==> src/fm_map_pkg.sv <==
package fm_map_pkg;

	// register kinds, selected by paddr[11:8]
	typedef enum logic [3:0] {
		KEYON      = 4'd0,
		ALG_FB     = 4'd1,
		BLOCK_FNHI = 4'd2,
		FNLO       = 4'd3,
		RL         = 4'd4,
		DT_MUL     = 4'd5,
		TL         = 4'd6,
		KS_AR      = 4'd7,
		D1R        = 4'd8,
		D2R        = 4'd9,
		D1L_RR     = 4'd10
	} fm_reg_e;

	localparam int ADDR_W = 12;

	// address fields
	localparam int KIND_MSB = 11;
	localparam int KIND_LSB = 8;
	localparam int CH_MSB   = 6;
	localparam int CH_LSB   = 4;
	localparam int OP_MSB   = 1;
	localparam int OP_LSB   = 0;

	// kinds at or above this are unmapped
	localparam int NUM_KINDS = 11;

endpackage

==> src/fm_slot_pkg.sv <==
package fm_slot_pkg;

	localparam int NUM_SLOTS = 24;
	localparam int NUM_CH    = 6;
	localparam int NUM_OPS   = 4;
	localparam int SLOT_W    = 5;
	localparam int CH_W      = 3;
	localparam int OP_W      = 2;

	localparam logic [SLOT_W-1:0] LAST_SLOT = SLOT_W'(NUM_SLOTS - 1);

	// slot group order in the pipeline: S1, S3, S2, S4
	typedef enum logic [1:0] {S1, S3, S2, S4} fm_stage_e;

	// dt1 3, mul 4, tl 7, ks 2, ar 5, d1r 5, d2r 5, d1l 4, rr 4
	localparam int OPREG_W = 39;
	// fnum 11, block 3, alg 3, fb 3
	localparam int CHREG_W = 20;

	// slot group, i.e. slot div 6
	function automatic logic [OP_W-1:0] slot_grp(input logic [SLOT_W-1:0] s);
		if (s >= SLOT_W'(3 * NUM_CH))
			return 2'd3;
		else if (s >= SLOT_W'(2 * NUM_CH))
			return 2'd2;
		else if (s >= SLOT_W'(NUM_CH))
			return 2'd1;
		else
			return 2'd0;
	endfunction

	// channel of a slot, i.e. slot mod 6
	function automatic logic [CH_W-1:0] slot_ch(input logic [SLOT_W-1:0] s);
		logic [SLOT_W-1:0] base;
		base = SLOT_W'(slot_grp(s)) * SLOT_W'(NUM_CH);
		return CH_W'(s - base);
	endfunction

endpackage

==> src/fm_wr_if.sv <==
`timescale 1ns/1ps

interface fm_wr_if;

	logic                               req;
	fm_map_pkg::fm_reg_e                kind;
	logic [fm_slot_pkg::CH_W-1:0]       ch;
	logic [fm_slot_pkg::OP_W-1:0]       op;
	logic [7:0]                         data;
	// one cycle, when the value enters the memory
	logic                               done;

	modport host (
		output req, kind, ch, op, data,
		input  done
	);

	modport regs (
		input  req, kind, ch, op, data,
		output done
	);

endinterface

==> src/fm_alg_route.sv <==
`timescale 1ns/1ps

module fm_alg_route (
	input  fm_slot_pkg::fm_stage_e stage,
	input  logic [2:0]             alg,
	output logic                   carrier
);

	always_comb begin
		case (alg)
			// serial and mixed chains end on S4 only
			3'd0, 3'd1, 3'd2, 3'd3: begin
				carrier = (stage == fm_slot_pkg::S4);
			end
			// two pairs
			3'd4: begin
				carrier = (stage == fm_slot_pkg::S2) || (stage == fm_slot_pkg::S4);
			end
			// S1 modulates the others
			3'd5, 3'd6: begin
				carrier = (stage != fm_slot_pkg::S1);
			end
			default: begin
				carrier = 1'b1;
			end
		endcase
	end

endmodule

==> src/fm_apb_host.sv <==
`timescale 1ns/1ps

module fm_apb_host (
	input  logic                            clk,
	input  logic                            rst,
	input  logic                            psel,
	input  logic                            penable,
	input  logic                            pwrite,
	input  logic [fm_map_pkg::ADDR_W-1:0]   paddr,
	input  logic [7:0]                      pwdata,
	output logic                            pready,
	output logic                            pslverr,
	fm_wr_if.host                           wr
);

	typedef enum logic [1:0] {IDLE, WAIT_DONE, RESP} host_st_e;

	host_st_e state;

	logic [3:0] kind_raw;
	logic [fm_slot_pkg::CH_W-1:0] ch_raw;
	logic [fm_slot_pkg::OP_W-1:0] op_raw;
	logic access;
	logic bad;

	assign kind_raw = paddr[fm_map_pkg::KIND_MSB:fm_map_pkg::KIND_LSB];
	assign ch_raw   = paddr[fm_map_pkg::CH_MSB:fm_map_pkg::CH_LSB];
	assign op_raw   = paddr[fm_map_pkg::OP_MSB:fm_map_pkg::OP_LSB];

	// new access phase seen only while idle
	assign access = psel && penable && (state == IDLE);
	assign bad = !pwrite || (kind_raw >= fm_map_pkg::NUM_KINDS) ||
		(ch_raw >= fm_slot_pkg::NUM_CH);

	// errors finish in the first access cycle
	assign pready  = (state == RESP) || (access && bad);
	assign pslverr = access && bad;

	assign wr.req = (state == WAIT_DONE);

	always_ff @(posedge clk) begin
		if (rst) begin
			state <= IDLE;
		end else begin
			case (state)
				IDLE:      if (access && !bad) state <= WAIT_DONE;
				WAIT_DONE: if (wr.done) state <= RESP;
				default:   state <= IDLE;
			endcase
		end
	end

	// request fields, held until done
	always_ff @(posedge clk) begin
		if (access && !bad) begin
			wr.kind <= fm_map_pkg::fm_reg_e'(kind_raw);
			wr.ch   <= ch_raw;
			wr.op   <= op_raw;
			wr.data <= pwdata;
		end
	end

endmodule

==> src/fm_keyon.sv <==
`timescale 1ns/1ps

module fm_keyon (
	input  logic                               clk,
	input  logic                               rst,
	input  logic [fm_slot_pkg::SLOT_W-1:0]     slot,
	input  logic                               kon_req,
	input  logic [fm_slot_pkg::CH_W-1:0]       kon_ch,
	input  logic [fm_slot_pkg::NUM_OPS-1:0]    kon_mask,
	output logic                               keyon,
	output logic                               keyoff
);

	logic [fm_slot_pkg::NUM_OPS-1:0] pend_v [fm_slot_pkg::NUM_CH];
	logic [fm_slot_pkg::NUM_OPS-1:0] pend_m [fm_slot_pkg::NUM_CH];

	logic [fm_slot_pkg::CH_W-1:0] s_ch;
	logic [fm_slot_pkg::OP_W-1:0] s_grp;
	logic [fm_slot_pkg::NUM_OPS-1:0] grp_bit;
	logic load_now;
	logic req_in, req_out;
	logic app_out;

	assign s_ch    = fm_slot_pkg::slot_ch(slot);
	assign s_grp   = fm_slot_pkg::slot_grp(slot);
	assign grp_bit = fm_slot_pkg::NUM_OPS'(1) << s_grp;

	// the write lands on group 0 of its channel, the rest wait for their slots
	assign load_now = kon_req && (s_ch == kon_ch);

	always_comb begin
		if (load_now)
			req_in = kon_mask[s_grp];
		else if (pend_v[s_ch][s_grp])
			req_in = pend_m[s_ch][s_grp];
		else
			req_in = req_out;
	end

	always_ff @(posedge clk) begin
		if (rst) begin
			for (int i = 0; i < fm_slot_pkg::NUM_CH; i++)
				pend_v[i] <= '0;
		end else begin
			pend_v[s_ch] <= pend_v[s_ch] & ~grp_bit;
			if (kon_req)
				pend_v[kon_ch] <= load_now ? ~grp_bit : '1;
		end
	end

	always_ff @(posedge clk) begin
		if (kon_req)
			pend_m[kon_ch] <= kon_mask;
	end

	fm_shreg #(.WIDTH(1), .STAGES(fm_slot_pkg::NUM_SLOTS)) i_req_mem (
		.clk  (clk),
		.rst  (rst),
		.din  (req_in),
		.dout (req_out)
	);

	// applied state catches up with the request as the slot passes
	fm_shreg #(.WIDTH(1), .STAGES(fm_slot_pkg::NUM_SLOTS)) i_app_mem (
		.clk  (clk),
		.rst  (rst),
		.din  (req_out),
		.dout (app_out)
	);

	assign keyon  = req_out && !app_out;
	assign keyoff = !req_out && app_out;

endmodule

==> src/fm_regs_top.sv <==
`timescale 1ns/1ps

module fm_regs_top #(
	parameter logic [1:0] RL_RESET = 2'd3
) (
	input  logic                   clk,
	input  logic                   rst,
	input  logic                   psel,
	input  logic                   penable,
	input  logic                   pwrite,
	input  logic [11:0]            paddr,
	input  logic [7:0]             pwdata,
	output logic                   pready,
	output logic                   pslverr,
	output logic                   slot_zero,
	output fm_slot_pkg::fm_stage_e stage,
	output logic                   carrier,
	output logic [10:0]            fnum,
	output logic [2:0]             block,
	output logic [2:0]             alg,
	output logic [2:0]             fb,
	output logic [1:0]             rl,
	output logic [2:0]             dt1,
	output logic [3:0]             mul,
	output logic [6:0]             tl,
	output logic [1:0]             ks,
	output logic [4:0]             ar,
	output logic [4:0]             d1r,
	output logic [4:0]             d2r,
	output logic [3:0]             rr,
	output logic [3:0]             d1l,
	output logic                   keyon,
	output logic                   keyoff
);

	fm_wr_if wr_bus ();

	fm_apb_host i_host (
		.clk     (clk),
		.rst     (rst),
		.psel    (psel),
		.penable (penable),
		.pwrite  (pwrite),
		.paddr   (paddr),
		.pwdata  (pwdata),
		.pready  (pready),
		.pslverr (pslverr),
		.wr      (wr_bus.host)
	);

	fm_slot_regs #(.RL_RESET(RL_RESET)) i_regs (
		.clk       (clk),
		.rst       (rst),
		.wr        (wr_bus.regs),
		.slot_zero (slot_zero),
		.stage     (stage),
		.fnum      (fnum),
		.block     (block),
		.alg       (alg),
		.fb        (fb),
		.rl        (rl),
		.dt1       (dt1),
		.mul       (mul),
		.tl        (tl),
		.ks        (ks),
		.ar        (ar),
		.d1r       (d1r),
		.d2r       (d2r),
		.rr        (rr),
		.d1l       (d1l),
		.keyon     (keyon),
		.keyoff    (keyoff)
	);

	fm_alg_route i_route (
		.stage   (stage),
		.alg     (alg),
		.carrier (carrier)
	);

endmodule

==> src/fm_shreg.sv <==
`timescale 1ns/1ps

module fm_shreg #(
	parameter int               WIDTH  = 8,
	parameter int               STAGES = 24,
	parameter logic [WIDTH-1:0] RSTVAL = '0
) (
	input  logic             clk,
	input  logic             rst,
	input  logic [WIDTH-1:0] din,
	output logic [WIDTH-1:0] dout
);

	logic [WIDTH-1:0] mem [STAGES];

	// oldest word leaves at dout
	assign dout = mem[STAGES-1];

	always_ff @(posedge clk) begin
		if (rst) begin
			for (int i = 0; i < STAGES; i++)
				mem[i] <= RSTVAL;
		end else begin
			mem[0] <= din;
			for (int i = 1; i < STAGES; i++)
				mem[i] <= mem[i-1];
		end
	end

endmodule

==> src/fm_slot_regs.sv <==
`timescale 1ns/1ps

module fm_slot_regs #(
	parameter logic [1:0] RL_RESET = 2'd3
) (
	input  logic                     clk,
	input  logic                     rst,
	fm_wr_if.regs                    wr,
	output logic                     slot_zero,
	output fm_slot_pkg::fm_stage_e   stage,
	output logic [10:0]              fnum,
	output logic [2:0]               block,
	output logic [2:0]               alg,
	output logic [2:0]               fb,
	output logic [1:0]               rl,
	output logic [2:0]               dt1,
	output logic [3:0]               mul,
	output logic [6:0]               tl,
	output logic [1:0]               ks,
	output logic [4:0]               ar,
	output logic [4:0]               d1r,
	output logic [4:0]               d2r,
	output logic [3:0]               rr,
	output logic [3:0]               d1l,
	output logic                     keyon,
	output logic                     keyoff
);

	logic [fm_slot_pkg::SLOT_W-1:0] slot, slot_nxt;
	logic [fm_slot_pkg::SLOT_W-1:0] op_slot, tgt;
	logic is_op_kind;
	logic hit;

	logic up_kon, up_alg, up_blk, up_fnlo, up_rl;
	logic up_dt_mul, up_tl, up_ks_ar, up_d1r, up_d2r, up_d1l_rr;

	logic [fm_slot_pkg::OPREG_W-1:0] op_in, op_out;
	logic [fm_slot_pkg::CHREG_W-1:0] ch_in, ch_out;
	logic [1:0] rl_in;

	// free running slot counter, wraps after 23
	assign slot_nxt = (slot == fm_slot_pkg::LAST_SLOT) ? '0 : slot + 1'b1;

	always_ff @(posedge clk) begin
		if (rst) begin
			slot      <= fm_slot_pkg::LAST_SLOT;
			slot_zero <= 1'b0;
		end else begin
			slot      <= slot_nxt;
			slot_zero <= (slot_nxt == '0);
		end
	end

	assign stage = fm_slot_pkg::fm_stage_e'(fm_slot_pkg::slot_grp(slot));

	// target slot: ch + 6*op for operator kinds, ch otherwise
	assign is_op_kind = (wr.kind >= fm_map_pkg::DT_MUL);
	assign op_slot = {2'b00, wr.ch} + ({3'b000, wr.op} * 5'd6);
	assign tgt = is_op_kind ? op_slot : {2'b00, wr.ch};

	assign hit = wr.req && (slot == tgt);
	assign wr.done = hit;

	assign up_kon    = hit && (wr.kind == fm_map_pkg::KEYON);
	assign up_alg    = hit && (wr.kind == fm_map_pkg::ALG_FB);
	assign up_blk    = hit && (wr.kind == fm_map_pkg::BLOCK_FNHI);
	assign up_fnlo   = hit && (wr.kind == fm_map_pkg::FNLO);
	assign up_rl     = hit && (wr.kind == fm_map_pkg::RL);
	assign up_dt_mul = hit && (wr.kind == fm_map_pkg::DT_MUL);
	assign up_tl     = hit && (wr.kind == fm_map_pkg::TL);
	assign up_ks_ar  = hit && (wr.kind == fm_map_pkg::KS_AR);
	assign up_d1r    = hit && (wr.kind == fm_map_pkg::D1R);
	assign up_d2r    = hit && (wr.kind == fm_map_pkg::D2R);
	assign up_d1l_rr = hit && (wr.kind == fm_map_pkg::D1L_RR);

	// operator word, merged only at the target slot
	assign op_in = {
		up_dt_mul ? wr.data[6:4] : dt1,
		up_dt_mul ? wr.data[3:0] : mul,
		up_tl     ? wr.data[6:0] : tl,
		up_ks_ar  ? wr.data[7:6] : ks,
		up_ks_ar  ? wr.data[4:0] : ar,
		up_d1r    ? wr.data[4:0] : d1r,
		up_d2r    ? wr.data[4:0] : d2r,
		up_d1l_rr ? wr.data[7:4] : d1l,
		up_d1l_rr ? wr.data[3:0] : rr
	};

	assign {dt1, mul, tl, ks, ar, d1r, d2r, d1l, rr} = op_out;

	fm_shreg #(
		.WIDTH  (fm_slot_pkg::OPREG_W),
		.STAGES (fm_slot_pkg::NUM_SLOTS)
	) i_op_mem (
		.clk  (clk),
		.rst  (rst),
		.din  (op_in),
		.dout (op_out)
	);

	// channel word, fnum high bits travel with block
	assign ch_in = {
		up_blk  ? wr.data[2:0] : fnum[10:8],
		up_fnlo ? wr.data      : fnum[7:0],
		up_blk  ? wr.data[5:3] : block,
		up_alg  ? wr.data[2:0] : alg,
		up_alg  ? wr.data[5:3] : fb
	};

	assign {fnum, block, alg, fb} = ch_out;

	fm_shreg #(
		.WIDTH  (fm_slot_pkg::CHREG_W),
		.STAGES (fm_slot_pkg::NUM_CH)
	) i_ch_mem (
		.clk  (clk),
		.rst  (rst),
		.din  (ch_in),
		.dout (ch_out)
	);

	// panning has its own reset value
	assign rl_in = up_rl ? wr.data[7:6] : rl;

	fm_shreg #(
		.WIDTH  (2),
		.STAGES (fm_slot_pkg::NUM_CH),
		.RSTVAL (RL_RESET)
	) i_rl_mem (
		.clk  (clk),
		.rst  (rst),
		.din  (rl_in),
		.dout (rl)
	);

	fm_keyon i_keyon (
		.clk      (clk),
		.rst      (rst),
		.slot     (slot),
		.kon_req  (up_kon),
		.kon_ch   (wr.ch),
		.kon_mask (wr.data[7:4]),
		.keyon    (keyon),
		.keyoff   (keyoff)
	);

endmodule

==> config.mk <==
export PLATFORM = sky130hd
export DESIGN_NAME = fm_regs_top
export DESIGN_NICKNAME = d
export VERILOG_FILES = /design/src/fm_map_pkg.sv /design/src/fm_slot_pkg.sv /design/src/fm_wr_if.sv /design/src/fm_alg_route.sv /design/src/fm_apb_host.sv /design/src/fm_keyon.sv /design/src/fm_regs_top.sv /design/src/fm_shreg.sv /design/src/fm_slot_regs.sv
export SDC_FILE = /design/constraint.sdc
export NUM_CORES = 1
export LEC_CHECK = 0
export BUFFER_PORTS_ARGS = -buffer_cell sky130_fd_sc_hd__buf_2
export CAP_MARGIN = 40
export CORE_MARGIN = 4
export CORE_UTILIZATION = 31
export CTS_CLUSTER_SIZE = 10
export DETAILED_ROUTE_END_ITERATION = 10
export GPL_TIMING_DRIVEN = 0
export PLACE_DENSITY = 0.48
export SETUP_SLACK_MARGIN = 0.15
export SYNTH_ARGS = -nofsm -noshare
export SYNTH_HDL_FRONTEND = slang
export SYNTH_HIERARCHICAL = 1
export SYNTH_SLANG_ARGS = --single-unit
==> constraint.sdc <==
create_clock -name clk -period 8.9 [get_ports clk]
set_input_delay 0.89 -clock clk [delete_from_list [all_inputs] [get_ports clk]]
set_output_delay 0.89 -clock clk [all_outputs]
set_load 0.02 [all_outputs]
==> results of run 1 <==
worst max-delay path, stage by stage, from the launching register on:
cell and delay (ps):
sky130_fd_sc_hd__edfxtp_1 390, sky130_fd_sc_hd__inv_1 60, sky130_fd_sc_hd__ha_1 310, sky130_fd_sc_hd__inv_1 50, sky130_fd_sc_hd__ha_1 260, sky130_fd_sc_hd__a21o_1 180
sky130_fd_sc_hd__a21oi_1 230, sky130_fd_sc_hd__o221ai_2 140, sky130_fd_sc_hd__a32o_1 300, sky130_fd_sc_hd__buf_6 180, sky130_fd_sc_hd__nor4_1 590, sky130_fd_sc_hd__nor2b_1 280
sky130_fd_sc_hd__nor3b_1 590, sky130_fd_sc_hd__buf_2 310, sky130_fd_sc_hd__nor2_1 50, sky130_fd_sc_hd__o21ai_0 260
placed cells by master (no fill, tap or decap), types with 5 or more instances in the layout:
cell	count
sky130_fd_sc_hd__buf_4	26
sky130_fd_sc_hd__mux4_1	10
sky130_fd_sc_hd__clkinv_8	5
sky130_fd_sc_hd__ha_1	11
sky130_fd_sc_hd__clkbuf_16	139
sky130_fd_sc_hd__or2_1	12
sky130_fd_sc_hd__o21ai_0	9
sky130_fd_sc_hd__mux2_4	8
sky130_fd_sc_hd__edfxtp_1	73
sky130_fd_sc_hd__nand3_1	6
sky130_fd_sc_hd__nor2_1	26
sky130_fd_sc_hd__nand2b_1	14
sky130_fd_sc_hd__a22oi_1	10
sky130_fd_sc_hd__clkbuf_1	94
sky130_fd_sc_hd__nor3_1	11
sky130_fd_sc_hd__inv_1	12
sky130_fd_sc_hd__o22ai_1	10
sky130_fd_sc_hd__nor2b_1	816
sky130_fd_sc_hd__dfxtp_1	1124
sky130_fd_sc_hd__nor2b_2	28
sky130_fd_sc_hd__a21oi_1	19
sky130_fd_sc_hd__o21ai_1	8
sky130_fd_sc_hd__buf_2	140
sky130_fd_sc_hd__buf_6	13
sky130_fd_sc_hd__mux2_2	56
sky130_fd_sc_hd__and2b_1	265
sky130_fd_sc_hd__xnor2_1	6
sky130_fd_sc_hd__and3_1	6
sky130_fd_sc_hd__nand2_1	18
sky130_fd_sc_hd__nor4_4	6
sky130_fd_sc_hd__mux2i_1	10
synth_stat cells (9+ instances only):
cell and count:
sky130_fd_sc_hd__inv_1 12, sky130_fd_sc_hd__o22ai_1 10, sky130_fd_sc_hd__nand2b_1 14, sky130_fd_sc_hd__and2b_1 265, sky130_fd_sc_hd__edfxtp_1 73, sky130_fd_sc_hd__nor2_1 26, sky130_fd_sc_hd__mux4_1 10, sky130_fd_sc_hd__nand2_1 18
sky130_fd_sc_hd__nor2b_1 816, sky130_fd_sc_hd__buf_2 47, sky130_fd_sc_hd__nor2b_2 28, sky130_fd_sc_hd__ha_1 11, sky130_fd_sc_hd__nor3_1 11, sky130_fd_sc_hd__a22oi_1 10, sky130_fd_sc_hd__a21oi_1 19, sky130_fd_sc_hd__dfxtp_1 1124
sky130_fd_sc_hd__o21ai_0 9, sky130_fd_sc_hd__buf_4 26, sky130_fd_sc_hd__clkbuf_1 77, sky130_fd_sc_hd__mux2_2 56, sky130_fd_sc_hd__buf_6 13, sky130_fd_sc_hd__mux2i_1 10, sky130_fd_sc_hd__or2_1 12
per-layer routing:
| metal | vias up | track usage [%] | part of all wire [%] |
|---|---|---|---|
| li1 | 9219 | - | - |
| met1 | 7968 | 14.9 | 47 |
| met2 | 339 | 18.5 | 46 |
| met3 | 130 | 2.74 | 4.1 |
| met4 | 0 | 4.31 | 2.6 |
| met5 | - | 0 | 0 |
path summary, 6_finish.rpt:
check                           slack [ps]                           to                       from
worst max register to register        4350  i_regs/i_keyon/pend_v[0][0]            i_host/wr.op[0]
worst min register to register         400    i_regs/i_rl_mem/mem[0][4]  i_regs/i_rl_mem/mem[0][2]
worst max-delay path                  4350  i_regs/i_keyon/pend_v[0][0]            i_host/wr.op[0]
worst min-delay path                   340            i_host/wr.data[3]                  pwdata[3]
cell type report:
class / count / share of cell area (%)
clock inverter: 18 / 0.717
inverter: 12 / 0.107
multi-input combinational: 1424 / 24.1
clock buffer: 159 / 8.52
antenna: 2 / 0.0119
timing repair buffer: 96 / 1.22
tap: 1512 / 4.50
sequential: 1197 / 58.7
buffer: 168 / 2.15
stage by stage:
step | util [%] | total power [mW]
2_1_floorplan | - | 6.05
3_3_place_gp | 33.3 | 6.23
3_5_place_dp | 33.4 | 6.24
4_1_cts | 36.7 | 11.2
5_1_grt | 36.7 | 11.5
6_report | 36.8 | 11.0
power breakdown:
| group | internal, mW | total (mW) | switching, mW | leakage [nW] |
|---|---|---|---|---|
| sequential | 5.48 | 5.50 | 0.0263 | 9.75 |
| combinational | 0.229 | 0.623 | 0.394 | 5.89 |
| clock | 2.85 | 4.92 | 2.07 | 1.89 |
| total | 8.56 | 11.0 | 2.49 | 17.5 |
cells by family after synthesis:
| family | Yosys count | share of synthesized area [%] |
|---|---|---|
| fa+ha+maj | 12 | 0.441 |
| compound gates | 80 | 1.49 |
| xor+xnor | 11 | 0.353 |
| flops | 1197 | 69.0 |
| mux | 89 | 3.39 |
| simple gates | 1232 | 22.7 |
| buf+inv | 180 | 2.65 |
sequential cells by signal, indices dropped and copies added (netlist names):
| name | cells |
|---|---|
| i_host/state | 2 |
| i_host/wr.ch | 3 |
| i_host/wr.data | 8 |
| i_host/wr.kind | 4 |
| i_host/wr.op | 2 |
| i_regs/i_ch_mem/mem | 120 |
| i_regs/i_keyon/i_app_mem/mem | 24 |
| i_regs/i_keyon/i_req_mem/mem | 24 |
| i_regs/i_keyon/pend_m | 24 |
| i_regs/i_keyon/pend_v | 32 |
| i_regs/i_op_mem/mem | 936 |
| i_regs/i_rl_mem/mem | 12 |
| i_regs/slot | 5 |
| i_regs/slot_zero | 1 |
==> parameters.txt, run 1 <==
Parameter                              Value

Clock network
  Maximum clock path buffer count ... 3
  Clock Pin Slew Worst Setup and Hold Paths ... 50 ps
  Total setup buffers inserted after CTS ... 0
  Number of hold buffers added after CTS ... 0
  Skew-Pair Late Insertion Delay ... 720 ps
  CTS tree ... done
  H-tree levels ... 4
  Number of gates resized after CTS ... 0
  Clock root cell ... sky130_fd_sc_hd__clkbuf_16
  CTS Buf Count ... 139
  Number of clock sinks ... 1197

Timing
  Worst Slack Setup Final ... roughly 4300 ps
  Accumulated negative setup slack ... 0 ps
  Max-slew headroom at the worst pin ... 42.2%
  Count of pins over their slew limit ... 0
  Worst-case clock skew ... 29.6 ps
  Final setup violation count ... 0
  Final number of hold-violating endpoints ... 0
  Period minus WS final ... 4550 ps
  Crit share post-route ... 51.2%
  Fmax ... 220 MHz
  Unrepaired setup endpoints after global routing ... false
  Transition time at the pin with the least slew margin ... a little under 900 ps
  Final hold slack ... between 300 and 400 ps

Drt
  Total Wirelength ... roughly 70 mm
  Remaining routing DRC violations ... 0
  Average vias per placed instance ... approximately 3.8
  DR vias ... about 18000
  Routed wirelength normalized by instance count ... 15.0 um
  Total iterations of the first detailed-routing run ... 5
  Number of DRC markers in iteration 0 ... between 700 and 800
  Post-DRT Antenna Nets ... 0

Worst setup path
  Crit path max fanout ... 10
  Category of the critical setup timing path ... flop to flop
  Startpoint kind of the worst setup timing path ... flop
  Required time at the endpoint of the critical path ... 9250 ps
  Arrival @ worst endpoint ... around 4900 ps
  Kind of end point of the critical path ... flop
  Number of cells traversed by the worst register-to-register path ... 15

Floorplan
  Area of the die ... 121000 um2
  Number of cell rows ... 124
  Chip height ... between 300 and 400 um
  X dimension of the die ... roughly 350 um
  Area of the core region ... 115000 um2
  I/O pins ... 94
  Effective utilization at floorplan ... 31.3%

Finish
  Nets ... 3075
  Share of final-layout standard cells stronger than drive strength 1 ... 14.8%
  Count of fill cells added during filler insertion ... 11200
  Area overhead of the layout relative to synthesis ... 17.6%
  Multi-input combinational cell area ... 10100 um2
  Footprint of the flip-flops and latches ... 24700 um2
  Finished layout cell area ... around 42000 um2
  Final non-filler cell total ... 4588

Place
  Worst slack at placement ... 4340 ps
  Placed instance area ... approximately 38000 um2
  Number of I/O port buffers ... 90
  Cells after DPL ... approximately 4400
  Placed wire-length estimate ... roughly 47 mm
  Final estimated routing congestion in global placement ... 0.822

Synthesis
  Leading post-synthesis cells by cell area ... sky130_fd_sc_hd__dfxtp_1, sky130_fd_sc_hd__nor2b_1, sky130_fd_sc_hd__edfxtp_1
  Top FF cell, synth ... sky130_fd_sc_hd__dfxtp_1
  Gate count of the mapped netlist ... 2801
  Cell Area, Synth ... around 36000 um2
  Number of enable flip-flop cells after synthesis ... 73
  Mean area per synthesized cell ... 12.8 um2
  Synth async-reset ratio ... 0%
  Yosys Warn Count ... 6
  Proportion of synthesized chip area in sequential cells ... 69.0%
  Number of distinct library cells after synthesis ... 65
  Dominant cell type by area after synthesis ... sky130_fd_sc_hd__dfxtp_1
  Post-Synthesis Net Count ... 2838
  Area fraction of the dominant cell type after synthesis ... 62.9%
  Synthesis-stage register bit count ... 1197

Power and ir drop
  Leakage power total ... ~18 nW
  Pwr dens ... 263 nW/um2
  Peak VDD IR ... 0.132 mV

Global route
  Residual overflow from global routing ... 0
  Maximum number of pins on one net before global-route repair ... 31
  Number of antenna violations at the first check in global routing ... 1
  Global-route wire length before repair ... 106 mm
  Number of global-route vias before repair ... approximately 18000
  Total global-route track usage ... 11.4%

Status
  Outcome ... finished clean

Run
  Number of maximum-capacitance violations ... 0

Worst hold path
  Worst hold path depth ... 1
  Path category of the worst min-delay check ... input port to flop
No activity file was read; power rests on OpenSTA's default activity.
==> inputs of run 2 (changes only) <==
Clock period 8.9 ns to 4.4 ns, I/O delays scaled along.
==> parameters.txt, run 2 (synthesized netlist as in run 1, its figures left out) <==
Parameter                              Value

Finish
  Count of fill cells added during filler insertion ... 11200 (-0.15%)
  Finished layout cell area ... 42300 um2 (+0.48%)
  Commonest non-fill, non-tap cell in the layout ... sky130_fd_sc_hd__dfxtp_1
  Flip-flop count of the largest register after layout ... 936 (unchanged)
  Share of final-layout standard cells stronger than drive strength 1 ... 14.8% (+0.081 points)
  Highest-count cells in the layout ignoring fill and taps ... sky130_fd_sc_hd__dfxtp_1, sky130_fd_sc_hd__nor2b_1, sky130_fd_sc_hd__and2b_1, sky130_fd_sc_hd__buf_2, sky130_fd_sc_hd__clkbuf_16
  Regs by FF count ... i_regs/i_op_mem/mem x936, i_regs/i_ch_mem/mem x120, i_regs/i_keyon/pend_v x32
  Footprint of the flip-flops and latches ... 24700 um2 (unchanged)
  Nets ... 3092 (+0.55%)
  Area overhead of the layout relative to synthesis ... 18.2%
  Post-Route Utilization ... 36.9% (+0.17 points)
  Reg with most FFs ... i_regs/i_op_mem/mem
  Multi-input combinational cell area ... 10200 um2 (+0.26%)

Place
  Placed wire-length estimate ... 47.0 mm (unchanged)
  Placed instance area ... 38200 um2 (unchanged)
  Final estimated routing congestion in global placement ... 0.822 (unchanged)
  Worst slack at placement ... -160 ps (-4500 ps)
  Number of I/O port buffers ... 90 (unchanged)

Global route
  Global-route wire length before repair ... 106 mm (+0.21%)
  Number of global-route vias before repair ... 17900 (+0.46%)
  Maximum number of pins on one net before global-route repair ... 31 (unchanged)
  Total global-route track usage ... 11.5% (+0.018 points)
  Residual overflow from global routing ... 0 (unchanged)
  Number of antenna violations at the first check in global routing ... 1 (unchanged)

Floorplan
  Area of the core region ... 115000 um2 (unchanged)
  X dimension of the die ... 348 um (unchanged)
  Number of cell rows ... 124 (unchanged)
  Effective utilization at floorplan ... 31.3% (unchanged)
  Chip height ... 348 um (unchanged)
  Area of the die ... 121000 um2 (unchanged)
  I/O pins ... 94 (unchanged)

Power and ir drop
  Overall Power ... 22.4 mW (+100%)
  Peak VDD IR ... 0.268 mV (+100%)
  Pwr dens ... 529 nW/um2 (+100%)
  Leakage power total ... 17.6 nW (+0.54%)

Run
  Number of maximum-capacitance violations ... 0 (unchanged)

Clock network
  CTS Buf Count ... 139 (unchanged)
  Number of clock sinks ... 1197 (unchanged)
  CTS tree ... done
  Clock Pin Slew Worst Setup and Hold Paths ... 50 ps (about the same)
  Maximum clock path buffer count ... 3 (unchanged)
  Skew-Pair Late Insertion Delay ... 720 ps (about the same)
  H-tree levels ... 4 (unchanged)
  Clock root cell ... sky130_fd_sc_hd__clkbuf_16
  Total setup buffers inserted after CTS ... 0 (unchanged)

Timing
  Worst-case clock skew ... 29.6 ps (-0.0482 ps)
  Accumulated negative setup slack ... 0 ps (unchanged)
  Period minus WS final ... 4000 ps (-556 ps)
  Worst Slack Setup Final ... 403 ps (-3940 ps)
  Final setup violation count ... 0 (unchanged)
  Max-slew headroom at the worst pin ... 42.8% (+0.59 points)
  Final number of hold-violating endpoints ... 0 (unchanged)
  Unrepaired setup endpoints after global routing ... false
  Fmax ... 250 MHz (+14%)
  Crit share post-route ... 90.8% (+40 points)
  Transition time at the pin with the least slew margin ... 858 ps (-8.80 ps)
  Count of pins over their slew limit ... 0 (unchanged)

Drt
  Total iterations of the first detailed-routing run ... 5 (unchanged)
  Average vias per placed instance ... 3.84 (-0.12%)
  Remaining routing DRC violations ... 0 (unchanged)
  Routed wirelength normalized by instance count ... 15.0 um (-0.19%)
  Post-DRT Antenna Nets ... 0 (unchanged)
  DR vias ... 17700 (+0.25%)
  Total Wirelength ... 68.9 mm (+0.18%)
  Number of DRC markers in iteration 0 ... 804 (+3.7%)

Worst setup path
  Startpoint kind of the worst setup timing path ... flop
  Category of the critical setup timing path ... flop to flop
  Kind of end point of the critical path ... flop
  Required time at the endpoint of the critical path ... 4750 ps (-4500 ps)
  Crit path max fanout ... 10 (unchanged)
  Arrival @ worst endpoint ... 4340 ps (-560 ps)

Status
  Outcome ... finished clean

Worst hold path
  Path category of the worst min-delay check ... input port to flop
-- run 2: changes by cell type in the layout (fill, tap and decap cells not counted), sizes merged --
cell,change
clkbuf,+1
dlygate4sd3,+17
buf,-1
-- run 2: worst paths after layout --
path	from	end	slack, ps	cells after the start
worst max-delay path	i_host/wr.op[0]	i_regs/i_keyon/pend_v[0][0]	400	15
worst min-delay path	psel	i_host/wr.kind[2]	210	3
worst max register to register	i_host/wr.op[0]	i_regs/i_keyon/pend_v[0][0]	400	15
worst min register to register	i_regs/i_rl_mem/mem[0][2]	i_regs/i_rl_mem/mem[0][4]	400	1
-- run 2: per-stage QoR --
step / cells / hold slack [ps]
after CTS: 4603 / 133
after global routing: 4603 / 167
after global placement: 4403 / 388
after floorplan: 2801 / 383
after detailed placement: 4409 / 391
final: 4605 / 207
-- run 2: per-layer routing --
| layer | global-route usage (%) | vias to the layer above | share of wire, % |
|---|---|---|---|
| met4 | 4.31 | 0 | 2.6 |
| li1 | - | 9255 | - |
| met3 | 2.71 | 134 | 4.0 |
| met2 | 18.5 | 325 | 46 |
| met1 | 14.9 | 7986 | 47 |
| met5 | 0 | - | 0 |
-- run 2: cell type report --
| type | instances | share of cell area (%) |
|---|---|---|
| flip-flops and latches | 1197 | 58.4 |
| multi-input cells | 1424 | 24.1 |
| clock buffers | 159 | 8.47 |
| well taps | 1512 | 4.47 |
| plain buffers | 168 | 2.15 |
| repair buffers | 113 | 1.62 |
| clock inverters | 18 | 0.713 |
| inverters | 12 | 0.107 |
| diodes | 2 | 0.0118 |
-- run 2: worst max-delay path, stage by stage, from the launching register on --
cell,delay [ps]
sky130_fd_sc_hd__edfxtp_1,390
sky130_fd_sc_hd__inv_1,60
sky130_fd_sc_hd__ha_1,320
sky130_fd_sc_hd__inv_1,50
sky130_fd_sc_hd__ha_1,260
sky130_fd_sc_hd__a21o_1,180
sky130_fd_sc_hd__a21oi_1,230
sky130_fd_sc_hd__o221ai_2,140
sky130_fd_sc_hd__a32o_1,300
sky130_fd_sc_hd__buf_6,180
sky130_fd_sc_hd__nor4_4,350
sky130_fd_sc_hd__nor2b_1,270
sky130_fd_sc_hd__nor3b_4,340
sky130_fd_sc_hd__buf_2,250
sky130_fd_sc_hd__nor2_1,50
sky130_fd_sc_hd__o21ai_0,260
-- run 2: power by group --
| group | internal (mW) | switching, mW |
|---|---|---|
| combinational | 0.474 | 0.800 |
| sequential | 11.1 | 0.0529 |
| clock | 5.77 | 4.18 |
| total | 17.3 | 5.04 |
-- run 2: timing repair --
action | in CTS | in global routing
hold endpoints to repair | 17 | 0
setup endpoints to repair | 27 | 37
resized for setup | 2 | 7
hold buffers | 17 | 0
==> inputs of run 3 (changes only) <==
Settings changed: GPL_ROUTABILITY_DRIVEN from default to 0, MAX_ROUTING_LAYER from default to met4.
==> parameters.txt, run 3 (synthesized netlist as in run 1, its figures left out) <==
Parameter                              Value

Drt
  Remaining routing DRC violations ... 0 (unchanged)
  Average vias per placed instance ... 3.84 (-0.15%)
  Routed wirelength normalized by instance count ... 14.9 um (-0.19%)
  Post-DRT Antenna Nets ... 0 (unchanged)
  Total iterations of the first detailed-routing run ... 5 (unchanged)
  Total Wirelength ... 68.8 mm (-0.19%)
  DR vias ... 17700 (-0.15%)
  Number of DRC markers in iteration 0 ... 787 (-2.1%)

Clock network
  Maximum clock path buffer count ... 3 (unchanged)
  H-tree levels ... 4 (unchanged)
  Number of clock sinks ... 1197 (unchanged)
  Clock Pin Slew Worst Setup and Hold Paths ... 50 ps (about the same)
  CTS tree ... done
  Clock root cell ... sky130_fd_sc_hd__clkbuf_16
  Total setup buffers inserted after CTS ... 0 (unchanged)
  Skew-Pair Late Insertion Delay ... 720 ps (about the same)
  CTS Buf Count ... 139 (unchanged)

Worst setup path
  Arrival @ worst endpoint ... 4310 ps (-30 ps)
  Kind of end point of the critical path ... flop
  Cell type of the slowest stage on the worst timing path ... sky130_fd_sc_hd__fa_1
  Category of the critical setup timing path ... flop to flop
  Startpoint kind of the worst setup timing path ... flop
  Required time at the endpoint of the critical path ... 4750 ps (about the same)
  Crit path largest cell delay ... 420 ps (+30 ps)
  Series of cell instances along the critical path ... inv_1 -> ha_1 -> fa_1 -> xnor2_1 -> o21ai_0 -> xor2_1 -> nand4_1 -> buf_2 -> nor4_4 -> nor2b_1 -> nor3b_4 -> buf_2 -> nor2_1 -> o21ai_0
  Number of cells traversed by the worst register-to-register path ... 14 (-1)
  Crit path max fanout ... 10 (unchanged)

Floorplan
  Effective utilization at floorplan ... 31.3% (unchanged)
  Area of the core region ... 115000 um2 (unchanged)
  Area of the die ... 121000 um2 (unchanged)
  X dimension of the die ... 348 um (unchanged)
  I/O pins ... 94 (unchanged)
  Number of cell rows ... 124 (unchanged)
  Chip height ... 348 um (unchanged)

Finish
  Finished layout cell area ... 42300 um2 (unchanged)
  Count of fill cells added during filler insertion ... 11200 (unchanged)
  Flip-flop count of the largest register after layout ... 936 (unchanged)
  Reg with most FFs ... i_regs/i_op_mem/mem
  Highest-count cells in the layout ignoring fill and taps ... sky130_fd_sc_hd__dfxtp_1, sky130_fd_sc_hd__nor2b_1, sky130_fd_sc_hd__and2b_1, sky130_fd_sc_hd__buf_2, sky130_fd_sc_hd__clkbuf_16
  Post-Route Utilization ... 36.9% (unchanged)
  Area overhead of the layout relative to synthesis ... 18.2% (unchanged)
  Regs by FF count ... i_regs/i_op_mem/mem x936, i_regs/i_ch_mem/mem x120, i_regs/i_keyon/pend_v x32
  Final non-filler cell total ... 4605 (unchanged)
  Share of final-layout standard cells stronger than drive strength 1 ... 14.8% (unchanged)
  Commonest non-fill, non-tap cell in the layout ... sky130_fd_sc_hd__dfxtp_1
  Nets ... 3092 (unchanged)

Power and ir drop
  Pwr dens ... 529 nW/um2 (about the same)
  Leakage power total ... 17.6 nW (unchanged)
  Overall Power ... 22.4 mW (about the same)
  Peak VDD IR ... 0.268 mV (about the same)

Global route
  Residual overflow from global routing ... 0 (unchanged)
  Maximum number of pins on one net before global-route repair ... 31 (unchanged)
  Number of antenna violations at the first check in global routing ... 2 (+1)
  Total global-route track usage ... 11.8% (+0.35 points)
  Number of global-route vias before repair ... 17800 (-0.10%)
  Global-route wire length before repair ... 106 mm (about the same)

Timing
  Final setup violation count ... 0 (unchanged)
  Max-slew headroom at the worst pin ... 42.7% (-0.089 points)
  Count of pins over their slew limit ... 0 (unchanged)
  Worst-case clock skew ... 29.9 ps (+0.333 ps)
  Crit share post-route ... 90.1% (-0.73 points)
  Transition time at the pin with the least slew margin ... 859 ps (+1.34 ps)
  Fmax ... 252 MHz (+0.80%)
  Final number of hold-violating endpoints ... 0 (unchanged)
  Accumulated negative setup slack ... 0 ps (unchanged)
  Worst Slack Setup Final ... 435 ps (+31.9 ps)
  Final hold slack ... 210 ps (+2.31 ps)
  Unrepaired setup endpoints after global routing ... false
  Period minus WS final ... 3970 ps (-31.9 ps)

Place
  Worst slack at placement ... -160 ps (unchanged)
  Placed instance area ... 38200 um2 (unchanged)
  Placed wire-length estimate ... 47.0 mm (unchanged)
  Cells after DPL ... 4409 (unchanged)
  Number of I/O port buffers ... 90 (unchanged)

Worst hold path
  Path category of the worst min-delay check ... input port to flop
  Worst hold path depth ... 3 (unchanged)

Status
  Outcome ... finished clean

Run
  Number of maximum-capacitance violations ... 0 (unchanged)
-- run 3: cell counts in the layout (fill, tap and decap cells not counted) --
No cell type changed its count.
-- run 3: path summary, 6_finish.rpt --
path | startpoint | end | slack, ps
max | i_host/wr.op[0] | i_regs/i_keyon/pend_v[0][0] | 430
min | psel | i_host/wr.kind[2] | 210
max reg2reg | i_host/wr.op[0] | i_regs/i_keyon/pend_v[0][0] | 430
min reg2reg | i_regs/i_rl_mem/mem[0][2] | i_regs/i_rl_mem/mem[0][4] | 400
-- run 3: cell type report --
cell class	instances	area [um2]	area share [%]
Antenna cell	2	5.00	0.0118
Buffer	168	907	2.15
Clock buffer	159	3580	8.47
Clock inverter	18	302	0.713
Inverter	12	45.0	0.107
Multi-Input combinational cell	1424	10200	24.1
Sequential cell	1197	24700	58.4
Tap cell	1512	1890	4.47
Timing Repair Buffer	113	686	1.62
-- run 3: layer usage --
| metal | part of all wire [%] | wire (um) | vias up | global-route usage (%) |
|---|---|---|---|---|
| li1 | - | - | 9258 | - |
| met1 | 47 | 32600 | 7973 | 15.0 |
| met2 | 46 | 31600 | 316 | 18.5 |
| met3 | 4.1 | 2790 | 126 | 2.73 |
| met4 | 2.5 | 1750 | 0 | 4.29 |
| met5 | 0 | 0 | - | - |
-- run 3: critical path: cells and delay by family, from the launching register on --
kind	cells	cell delay [ps]
AND/OR/NAND/NOR	5	1160
adder cells (fa/ha/maj)	2	750
buffers and inverters	3	600
flip-flops	1	390
AO/OA/AOI/OAI	2	380
XOR/XNOR	2	320
-- run 3: repair_timing --
item                       4_1_cts  5_1_grt
setup endpoints to repair       27       39
gates resized for setup          2        7
cloned                           0        0
hold buffers                    17        0
hold endpoints to repair        17        0
-- run 3: where the power goes --
group	internal, mW	switching, mW	leakage (nW)
sequential	11.1	0.0526	9.75
clock	5.77	4.18	1.89
combinational	0.473	0.796	5.99
total	17.3	5.03	17.6
